[src/logic/calc_macros.svh]
// Datapath widths and arithmetic unit latencies for the calculator core
`ifndef CALC_MACROS_SVH
`define CALC_MACROS_SVH

// Arithmetic wraps at this operand and result width
`define CALC_WIDTH 16

// Keypad digit and operator code widths
`define CALC_DIGIT_WIDTH 4
`define CALC_OP_WIDTH 3

// Decimal shift applied per entered digit
`define CALC_RADIX 10

// Cycles from start to finish for each unit
`define CALC_MUL_CYCLES 16
`define CALC_ADD_NIBBLES (`CALC_WIDTH / 4)

`endif

[src/logic/calc_ctrl_pkg.sv]
// Controller state encoding for the calculator sequencing FSM
package calc_ctrl_pkg;

    // Operand entry, dispatch and result states
    typedef enum logic [3:0] {
        ENTER_OP1   = 4'd0,
        SCALE_OP1   = 4'd1,
        ADD_DIGIT1  = 4'd2,
        ENTER_OP2   = 4'd3,
        SCALE_OP2   = 4'd4,
        ADD_DIGIT2  = 4'd5,
        DISPATCH    = 4'd6,
        WAIT_RESULT = 4'd7,
        SHOW        = 4'd8
    } calc_state_t;

endpackage

[src/logic/calc_types_pkg.sv]
// Datapath types shared by the calculator core and its arithmetic units
`include "calc_macros.svh"

package calc_types_pkg;

    // Operand or result word
    typedef logic [`CALC_WIDTH-1:0] calc_word_t;

    // One decimal digit from the keypad
    typedef logic [`CALC_DIGIT_WIDTH-1:0] calc_digit_t;

    // Any code not listed here acts as no operator
    typedef enum logic [`CALC_OP_WIDTH-1:0] {
        OP_NONE = 3'b000,
        OP_ADD  = 3'b001,
        OP_SUB  = 3'b010,
        OP_MUL  = 3'b100
    } calc_op_t;

endpackage

[src/logic/addition.sv]
// Nibble-serial adder and subtractor with a registered carry between nibbles
`timescale 1ns/10ps
`include "calc_macros.svh"

module addition import calc_types_pkg::*; (
    input  logic       clk,
    input  logic       nRST,
    input  calc_word_t in1,
    input  calc_word_t in2,
    input  logic       sub,
    input  logic       start,
    output calc_word_t out,
    output logic       finish
);

    localparam int NIB_W = `CALC_WIDTH / `CALC_ADD_NIBBLES;
    localparam int CNT_W = $clog2(`CALC_ADD_NIBBLES);
    localparam logic [CNT_W-1:0] LAST_NIB = CNT_W'(`CALC_ADD_NIBBLES - 1);

    calc_word_t a_q;
    calc_word_t b_q;
    calc_word_t sum_q;
    logic carry_q;
    logic busy;
    logic [CNT_W-1:0] nib_cnt;
    logic accept;
    calc_word_t a_cur;
    calc_word_t b_cur;
    logic carry_in;
    logic [NIB_W:0] nib_sum;

    assign accept = start && !busy;

    // First nibble is summed on the start edge, straight from the inputs
    // Inverted in2 plus a carry-in of one gives the two's complement
    assign a_cur    = accept ? in1 : a_q;
    assign b_cur    = accept ? (in2 ^ {`CALC_WIDTH{sub}}) : b_q;
    assign carry_in = accept ? sub : carry_q;

    assign nib_sum = {1'b0, a_cur[NIB_W-1:0]} + {1'b0, b_cur[NIB_W-1:0]}
                   + {{NIB_W{1'b0}}, carry_in};

    always_ff @(posedge clk or negedge nRST) begin
        if (!nRST) begin
            busy    <= 1'b0;
            nib_cnt <= '0;
            finish  <= 1'b0;
        end else begin
            finish <= 1'b0;
            if (accept) begin
                busy    <= 1'b1;
                nib_cnt <= CNT_W'(1);
            end else if (busy) begin
                nib_cnt <= nib_cnt + 1'b1;
                if (nib_cnt == LAST_NIB) begin
                    busy   <= 1'b0;
                    finish <= 1'b1;
                end
            end
        end
    end

    // Operands shift down, sum nibbles enter from the top
    always_ff @(posedge clk) begin
        if (accept || busy) begin
            a_q     <= a_cur >> NIB_W;
            b_q     <= b_cur >> NIB_W;
            carry_q <= nib_sum[NIB_W];
            sum_q   <= {nib_sum[NIB_W-1:0], sum_q[`CALC_WIDTH-1:NIB_W]};
        end
    end

    assign out = sum_q;

endmodule

[src/logic/calculator_top.sv]
// Calculator top level exposing the keypad inputs and the binary result
`timescale 1ns/10ps

module calculator_top import calc_types_pkg::*; (
    input  logic        clk,
    input  logic        nRST,
    input  calc_digit_t keypad_input,
    input  logic        read_input,
    input  calc_op_t    operator_input,
    input  logic        equal_input,
    output logic        complete,
    output calc_word_t  display_output
);

    // Controller with its own adder and multiplier
    gencon gencon_i (
        .clk            (clk),
        .nRST           (nRST),
        .keypad_input   (keypad_input),
        .read_input     (read_input),
        .operator_input (operator_input),
        .equal_input    (equal_input),
        .complete       (complete),
        .display_output (display_output)
    );

endmodule

[src/logic/gencon.sv]
// Calculator controller for digit entry, operator capture and result dispatch
`timescale 1ns/10ps
`include "calc_macros.svh"

module gencon import calc_types_pkg::*, calc_ctrl_pkg::*; (
    input  logic        clk,
    input  logic        nRST,
    input  calc_digit_t keypad_input,
    input  logic        read_input,
    input  calc_op_t    operator_input,
    input  logic        equal_input,
    output logic        complete,
    output calc_word_t  display_output
);

    calc_state_t state;
    calc_state_t next_state;

    calc_word_t operand1;
    calc_word_t operand2;
    calc_digit_t digit_q;
    calc_word_t digit_ext;

    logic start_add;
    logic start_mul;
    logic add_sub;
    logic use_mul;
    logic op_valid;
    logic unit_done;

    calc_word_t add_out;
    calc_word_t mul_out;
    calc_word_t mul_in1;
    calc_word_t mul_in2;
    logic add_finish;
    logic mul_finish;

    addition add_calc (
        .clk    (clk),
        .nRST   (nRST),
        .in1    (operand1),
        .in2    (operand2),
        .sub    (add_sub),
        .start  (start_add),
        .out    (add_out),
        .finish (add_finish)
    );

    // Shared by decimal scaling and OP_MUL
    multiply mult_calc (
        .clk    (clk),
        .nRST   (nRST),
        .in1    (mul_in1),
        .in2    (mul_in2),
        .start  (start_mul),
        .out    (mul_out),
        .finish (mul_finish)
    );

    // Inputs are sampled while start_mul is high in the first cycle of the state
    assign mul_in1 = (state == SCALE_OP2) ? operand2 : operand1;
    assign mul_in2 = (state == WAIT_RESULT) ? operand2 : calc_word_t'(`CALC_RADIX);

    assign digit_ext = calc_word_t'(digit_q);

    assign op_valid = (operator_input == OP_ADD) || (operator_input == OP_SUB) ||
                      (operator_input == OP_MUL);

    // Only the dispatched unit may end WAIT_RESULT
    assign unit_done = use_mul ? mul_finish : add_finish;

    always_comb begin
        next_state = state;
        case (state)
            ENTER_OP1:   if (read_input) next_state = SCALE_OP1;
            SCALE_OP1:   if (mul_finish) next_state = ADD_DIGIT1;
            ADD_DIGIT1:  next_state = op_valid ? ENTER_OP2 : ENTER_OP1;
            ENTER_OP2:   if (read_input) next_state = SCALE_OP2;
            SCALE_OP2:   if (mul_finish) next_state = ADD_DIGIT2;
            ADD_DIGIT2:  next_state = equal_input ? DISPATCH : ENTER_OP2;
            DISPATCH:    next_state = op_valid ? WAIT_RESULT : ENTER_OP1;
            WAIT_RESULT: if (unit_done) next_state = SHOW;
            SHOW:        next_state = ENTER_OP1;
            default:     next_state = ENTER_OP1;
        endcase
    end

    always_ff @(posedge clk or negedge nRST) begin
        if (!nRST) begin
            state          <= ENTER_OP1;
            operand1       <= '0;
            operand2       <= '0;
            start_add      <= 1'b0;
            start_mul      <= 1'b0;
            use_mul        <= 1'b0;
            complete       <= 1'b0;
            display_output <= '0;
        end else begin
            state     <= next_state;
            start_add <= 1'b0;
            start_mul <= 1'b0;
            complete  <= 1'b0;
            case (state)
                ENTER_OP1, ENTER_OP2: begin
                    if (read_input) begin
                        start_mul <= 1'b1;
                    end
                end
                SCALE_OP1: begin
                    if (mul_finish) begin
                        operand1 <= mul_out;
                    end
                end
                ADD_DIGIT1: operand1 <= operand1 + digit_ext;
                SCALE_OP2: begin
                    if (mul_finish) begin
                        operand2 <= mul_out;
                    end
                end
                ADD_DIGIT2: operand2 <= operand2 + digit_ext;
                DISPATCH: begin
                    case (operator_input)
                        OP_ADD, OP_SUB: begin
                            start_add <= 1'b1;
                            use_mul   <= 1'b0;
                        end
                        OP_MUL: begin
                            start_mul <= 1'b1;
                            use_mul   <= 1'b1;
                        end
                        // Operator dropped before equals abandons the expression
                        default: begin
                            operand1 <= '0;
                            operand2 <= '0;
                        end
                    endcase
                end
                // Result and complete both land in the SHOW cycle
                WAIT_RESULT: begin
                    if (unit_done) begin
                        display_output <= use_mul ? mul_out : add_out;
                        complete       <= 1'b1;
                    end
                end
                SHOW: begin
                    operand1 <= '0;
                    operand2 <= '0;
                end
                default: ;
            endcase
        end
    end

    // Latched digit and subtract select
    always_ff @(posedge clk) begin
        if (read_input && (state == ENTER_OP1 || state == ENTER_OP2)) begin
            digit_q <= keypad_input;
        end
        if (state == DISPATCH) begin
            add_sub <= (operator_input == OP_SUB);
        end
    end

endmodule

[src/logic/multiply.sv]
// Radix-2 shift-and-add multiplier with a fixed latency and truncated product
`timescale 1ns/10ps
`include "calc_macros.svh"

module multiply import calc_types_pkg::*; (
    input  logic       clk,
    input  logic       nRST,
    input  calc_word_t in1,
    input  calc_word_t in2,
    input  logic       start,
    output calc_word_t out,
    output logic       finish
);

    localparam int CNT_W = $clog2(`CALC_MUL_CYCLES);
    localparam logic [CNT_W-1:0] LAST_BIT = CNT_W'(`CALC_MUL_CYCLES - 1);

    calc_word_t mcand_q;
    calc_word_t mplier_q;
    calc_word_t acc_q;
    logic busy;
    logic [CNT_W-1:0] bit_cnt;
    logic accept;
    calc_word_t mcand_cur;
    calc_word_t mplier_cur;
    calc_word_t acc_cur;
    calc_word_t acc_next;

    assign accept = start && !busy;

    // Bit zero of the multiplier is handled on the start edge
    assign mcand_cur  = accept ? in1 : mcand_q;
    assign mplier_cur = accept ? in2 : mplier_q;
    assign acc_cur    = accept ? '0 : acc_q;
    assign acc_next   = mplier_cur[0] ? acc_cur + mcand_cur : acc_cur;

    always_ff @(posedge clk or negedge nRST) begin
        if (!nRST) begin
            busy    <= 1'b0;
            bit_cnt <= '0;
            finish  <= 1'b0;
        end else begin
            finish <= 1'b0;
            if (accept) begin
                busy    <= 1'b1;
                bit_cnt <= CNT_W'(1);
            end else if (busy) begin
                bit_cnt <= bit_cnt + 1'b1;
                if (bit_cnt == LAST_BIT) begin
                    busy   <= 1'b0;
                    finish <= 1'b1;
                end
            end
        end
    end

    // Bits shifted past the top of the multiplicand are dropped
    always_ff @(posedge clk) begin
        if (accept || busy) begin
            mcand_q  <= mcand_cur << 1;
            mplier_q <= mplier_cur >> 1;
            acc_q    <= acc_next;
        end
    end

    assign out = acc_q;

endmodule

[config.mk]
export PLATFORM = sky130hd
export DESIGN_NAME = calculator_top
export DESIGN_NICKNAME = d
export VERILOG_FILES = /design/src/logic/calc_ctrl_pkg.sv /design/src/logic/calc_types_pkg.sv /design/src/logic/addition.sv /design/src/logic/calculator_top.sv /design/src/logic/gencon.sv /design/src/logic/multiply.sv
export VERILOG_INCLUDE_DIRS = /design/src /design/src/logic
export SDC_FILE = /design/constraint.sdc
export NUM_CORES = 1
export LEC_CHECK = 0
export BUFFER_PORTS_ARGS = -buffer_cell sky130_fd_sc_hd__buf_4
export CAP_MARGIN = 5
export CORE_ASPECT_RATIO = 1.1
export CORE_MARGIN = 8
export CORE_UTILIZATION = 30
export DETAILED_ROUTE_END_ITERATION = 16
export HOLD_SLACK_MARGIN = 0.05
export PLACE_DENSITY = 0.49
export SLEW_MARGIN = 20
export SYNTH_ARGS = -nofsm -noshare
export SYNTH_HDL_FRONTEND = slang
export SYNTH_SLANG_ARGS = --single-unit
[constraint.sdc]
create_clock -name clk -period 4 [get_ports clk]
set_input_delay 0.4 -clock clk [delete_from_list [all_inputs] [get_ports clk]]
set_output_delay 0.4 -clock clk [all_outputs]
set_load 0.02 [all_outputs]
---- Word level (Yosys, flattened, before mapping) ----
Cells that the tools add are included.
word-level totals
  flip-flop bits (word level) ............. 158
  bits of input ports ..................... 11
  output and inout bits ................... 17
  word-level logic and storage cells ...... 126
operators by class
  add/subtract/negate cells ............... 7
  equality and inequality tests ........... 19
  multiplexer cells ....................... 48
  bitwise logic cells ..................... 1
  reduce and logical (&&, ||, !) cells .... 25
operators by type and width
  operator              count
  $pmux W16 S4          2
  $mux W16              7
  $add A16 B4 Y16       2
  $pmux W4 S8           1
  $mux W15              2
  $mux W4               7
  $mux W12              2
  $mux W1               20
  $add A16 B16 Y16      1
  $eq A4 B3 Y1 const B  4
  $xor A16 B16 Y16      1
  $ne A2 B2 Y1 const B  5
  $eq A4 B2 Y1 const B  2
  $eq A4 B4 Y1 const B  2
  $reduce_bool A4 Y1    2
  $mux W2               3
  $mux W3               2
  $reduce_and A2 Y1     3
  $reduce_and A3 Y1     2
  $reduce_bool A2 Y1    3
  $add A4 B4 Y5         1
  $add A5 B1 Y5         1
  $logic_or A1 B1 Y1    5
  $reduce_and A5 Y1     1
  other kinds (14)      19

---- Logic depth before layout (Yosys ltp) ----
  depth after elaboration ................. 5
  mapped depth ............................ 14
  mapped depth without buffers ............ 12

---- Hierarchy ----
A second synthesis with hierarchy kept.
second synthesis, totals
  cell total of the unflattened synthesis .. 893
  area, all modules ....................... 9,001.1 um^2
by module, submodules not included
  module    times used  cells each  area each (um^2)  sequential area each (um^2)
  gencon    1           443         3,978.8           1,551.5
  multiply  1           307         2,974.1           1,531.5
  addition  1           143         2,048.2           1,331.3

---- Worst setup path before layout ----
OpenSTA, ideal clock, no wires.
  path kind ............................... flip-flop to flip-flop
  start point ............................. register gencon_i.state[3]
  end point ............................... register gencon_i.mult_calc.acc_q[14] (netlist: gencon_i.mult_calc.out[14]) (data pin)
  setup time .............................. 272 ps
  arrival ................................. 3,312 ps
  required time ........................... 3,728 ps
  path slack .............................. 415 ps
  cell stages (with the launch flop) ...... 15
  buffers on the path ..................... 2
  clock period less this slack ............ 3,585 ps
  cells stage by stage .................... dfrtp_1 -> nand2b_1 -> buf_2 -> nor3_4 -> buf_4 -> mux2i_1 -> nor2_1 -> ha_1 -> fa_1 -> a211oi_1 -> o211ai_1 -> and2_1 -> a221oi_1 -> xor2_1 -> o21ai_0
on the way
  cells in the longest elaborated chain, start to end .. 5
RTL lines
  what                                       line            text
  start, declared                            gencon.sv:16    calc_state_t state;
  start signal, assigned                     gencon.sv:99    state <= next_state;
  $eq A4 B3 Y1                               gencon.sv:61    assign mul_in1 = (state == SCALE_OP2) ? operand2 : operand1;
  $mux W16                                   gencon.sv:61
  $mux W16                                   multiply.sv:32  assign mcand_cur = accept ? in1 : mcand_q;
  named net gencon_i.mult_calc.mcand_cur[0]  multiply.sv:24  calc_word_t mcand_cur;
  $add A16 B16 Y16                           multiply.sv:35  assign acc_next = mplier_cur[0] ? acc_cur + mcand_cur : acc_cur;
  $mux W16                                   multiply.sv:35
  named net gencon_i.mult_calc.acc_next[14]  multiply.sv:27  calc_word_t acc_next;
  end signal, assigned                       multiply.sv:62  acc_q <= acc_next;
  end, declared                              multiply.sv:20  calc_word_t acc_q;
The timed path passes the listed nets, and every way through them passes these cells.
A chain may end at the register's enable or synchronous reset.

---- Worst setup path in the final report ----
Same ends and word-level chain as after synthesis.

==> out/results.txt <==
Final WL = 22.7 mm
Worst-path clk slew = 0.07 ns
Vias/cell = 5.14
Post-route ant nets = 0
Worst path arrival time = 3.68 ns
Clock Latency Late Sink = 0.43 ns
Hold Fails Final Rpt = 0
Final slew viol count = 0
IO Port Bufs = 27
Critical path's largest stage delay = 0.45 ns
# DRC = 0
Slew headroom = 32.1%
Pre-CTS setup slack = 0.476 ns
Total Routing Usage GR = 13.4%
R2R Setup Slk = 0.47 ns
Sequential area share after synthesis = 51.2%
Post-synthesis mux area share = 5.57%
Post-CTS Setup Bufs = 0
Via count = 6276
Synth Net Count = 874
Worst setup EP type = register
Die ar. = 34400 um^2
Cells after synthesis = 830
Total gr overflow = 0
Synth Register Bits = 158
CTS tree = done
Layout Skew = 0.0129 ns
PnR worst setup slack = 0.467 ns
CP most frequent cell = o21ai_0
Root Driver = clkbuf_16
Die Height = 194 um
R2r worst-path depth = 12
Post-synth EDFFs = 92
Post-CTS Hold Buffers = 0
Post-synthesis compound-gate area fraction = 18.7%
Total core area = 28500 um^2
RSZ-0062 raised after global routing = false
Worst Path Required = 4.15 ns
CP Class = register to register
Pwr Density = 888 nW/um^2
First-pass GRT wire length = 35.7 mm
Hold WC Path Type = primary input to async pin
Fin Setup TNS = 0 ns
Setup crit start = gencon_i.state[3]
WP depth = 12
CP startpoint kind = register
Kind of cell adding the most delay to the critical path = compound AO/OA/AOI/OAI gates
Pin count of the biggest net entering global routing = 67
Clock Tree Buf Depth = 2
Slew @ Worst Pin = 1.02 ns
Num Clock Sinks = 158
Synth top area cells = edfxtp_1 32%, dfrtp_1 19%, o21ai_0 5.0%
DR pass1 iterations = 5
Row count = 65
Share of the synthesized area in the top cell type = 32.0%
Syn Area/Cell = 10.4 um^2
Tcrit/Tclk final = 88.3%
Post-synthesis simple-gate area fraction = 12.0%
Routability congestion estimate = 0.833
Largest family of logic cells by synthesized area = compound AO/OA/AOI/OAI gates
Final min period = 3.53 ns
Cell Area, Synth = 8620 um^2
Horiz. Die Dim = 178 um
# IOs = 28
Fmax = 0.283 GHz
Library cells used by synthesis = 62
IR Drop Worst-Case VDD = 0.000308 V
Slowest CP cell = dfrtp_1
Layout Nets = 885
Global route hottest layer = met2
Max FO, Critical Path = 14
Share of layout cells above drive strength 1 = 11.0%
Area Growth Syn to Fin = 12.8%
Number of global-route vias before repair = 6042
Ys flop type = edfxtp_1
Starting Density = 30.3%
Drt initial violations = 506
Worst Hold Margin = 0.0971 ns
Total power = 8.64 mW
Final setup vio count = 0
Synth Area in Adders = 5.22%
Status = finished clean
Xor/xnor share of the synthesized area = 3.86%
GR Layer Usage met1 = 18.9%
Cell taking the most area after synthesis = edfxtp_1
H-tree levels = 4
GR Util met2 = 20.7%
Critical-path cell list = nand2b_1 -> nor3_4 -> buf_4 -> mux2i_1 -> o21ai_0 -> ha_1 -> a211oi_1 -> o211ai_1 -> and2_1 -> a221oi_1 -> xor2_1 -> o21ai_0
Diode count = 0
Asr flop ratio synth = 41.8%
RR Startpoint = gencon_i.state[3]
Top cells by count, synth = 92 x edfxtp_1, 87 x o21ai_0, 77 x nor2_1
DP Wirelength = 16.2 mm
Max Cap Viol = 0
Most frequent cell after synthesis = edfxtp_1
Met3 usage = 2.38%
Leak Pwr = 3.94 nW
Yosys warns = 0
Routed wire per std cell = 18.5 um
PostCTS Resize Cnt = 0
CTS buffer count = 17
WP buf/inv = 1
Initial antenna violation count = 0
path summary, 6_finish.rpt:
kind                                              end
min reg2reg                 gencon_i.add_calc.out[10]
max reg2reg                gencon_i.mult_calc.out[14]
min                        gencon_i.display_output[4]
max                        gencon_i.mult_calc.out[14]
min in group clk                  gencon_i.digit_q[2]
max in group asynchronous       gencon_i.operand2[14]
state kept, by name, indices dropped and copies added (netlist names):
| signal | flops |
|---|---|
| gencon_i.add_calc.out | 16 |
| gencon_i.display_output | 16 |
| gencon_i.mult_calc.out | 16 |
| gencon_i.operand1 | 16 |
| gencon_i.operand2 | 16 |
| gencon_i.mult_calc.mcand_q | 15 |
| gencon_i.mult_calc.mplier_q | 15 |
| gencon_i.add_calc.a_q | 12 |
| gencon_i.add_calc.b_q | 12 |
| gencon_i.digit_q | 4 |
| gencon_i.mult_calc.bit_cnt | 4 |
| gencon_i.state | 4 |
| gencon_i.add_calc.nib_cnt | 2 |
| gencon_i.add_calc.busy | 1 |
| gencon_i.add_calc.carry_q | 1 |
| gencon_i.add_calc.finish | 1 |
| gencon_i.add_sub | 1 |
| gencon_i.complete | 1 |
| gencon_i.mult_calc.busy | 1 |
| gencon_i.mult_calc.finish | 1 |
| gencon_i.start_add | 1 |
| gencon_i.start_mul | 1 |
| gencon_i.use_mul | 1 |
cell families after synthesis:
| group | count (synthesis) |
|---|---|
| buffers and inverters | 70 |
| xor gates and xnor gates | 38 |
| AOI/OAI and AO/OA | 261 |
| and+or+nand+nor | 223 |
| DFF | 158 |
| muxes | 47 |
| adders and majority gates | 33 |
power breakdown:
group | internal, mW | switching (mW) | leakage [nW]
registers | 2.63 | 0.717 | 1.77
logic | 1.57 | 2.19 | 1.92
clock network | 0.806 | 0.720 | 0.253
total | 5.01 | 3.63 | 3.94
routing by layer:
metal | vias up | wire length (um)
met3 | 15 | 987
met5 | - | 0
met2 | 137 | 10600
li1 | 3074 | -
met1 | 3050 | 10900
met4 | 0 | 188
placed cells by master, fill, tap and decap left out, drive strengths merged, types with 15 or more instances in the layout:
| master | count |
|---|---|
| xnor2 | 26 |
| ha | 28 |
| o21ai | 92 |
| nor2 | 77 |
| dfrtp | 66 |
| a22o | 15 |
| nand2 | 66 |
| buf | 43 |
| nor3 | 16 |
| mux2i | 39 |
| a21oi | 70 |
| edfxtp | 92 |
| inv | 23 |
| clkbuf | 18 |
| and2 | 21 |
through the flow:
stage / utilization, % / cell area (um^2) / cells
after detailed placement: 32.3 / 9190 / 1190
after global routing: 34.2 / 9730 / 1222
final: 34.2 / 9730 / 1222
after CTS: 34.2 / 9730 / 1222
after floorplan: - / 8620 / 830
after global placement: 32.3 / 9190 / 1190
layout make-up:
class                           instances  area [um^2]
Clock buffer                           18          429
Clock inverter                         14          114
Fill cell                            2895        18700
Inverter                               19         71.3
Multi-Input combinational cell        602         3920
Sequential cell                       158         4410
Tap cell                              368          460
Timing Repair Buffer                   43          323
Power figures use the tool's default switching activity.
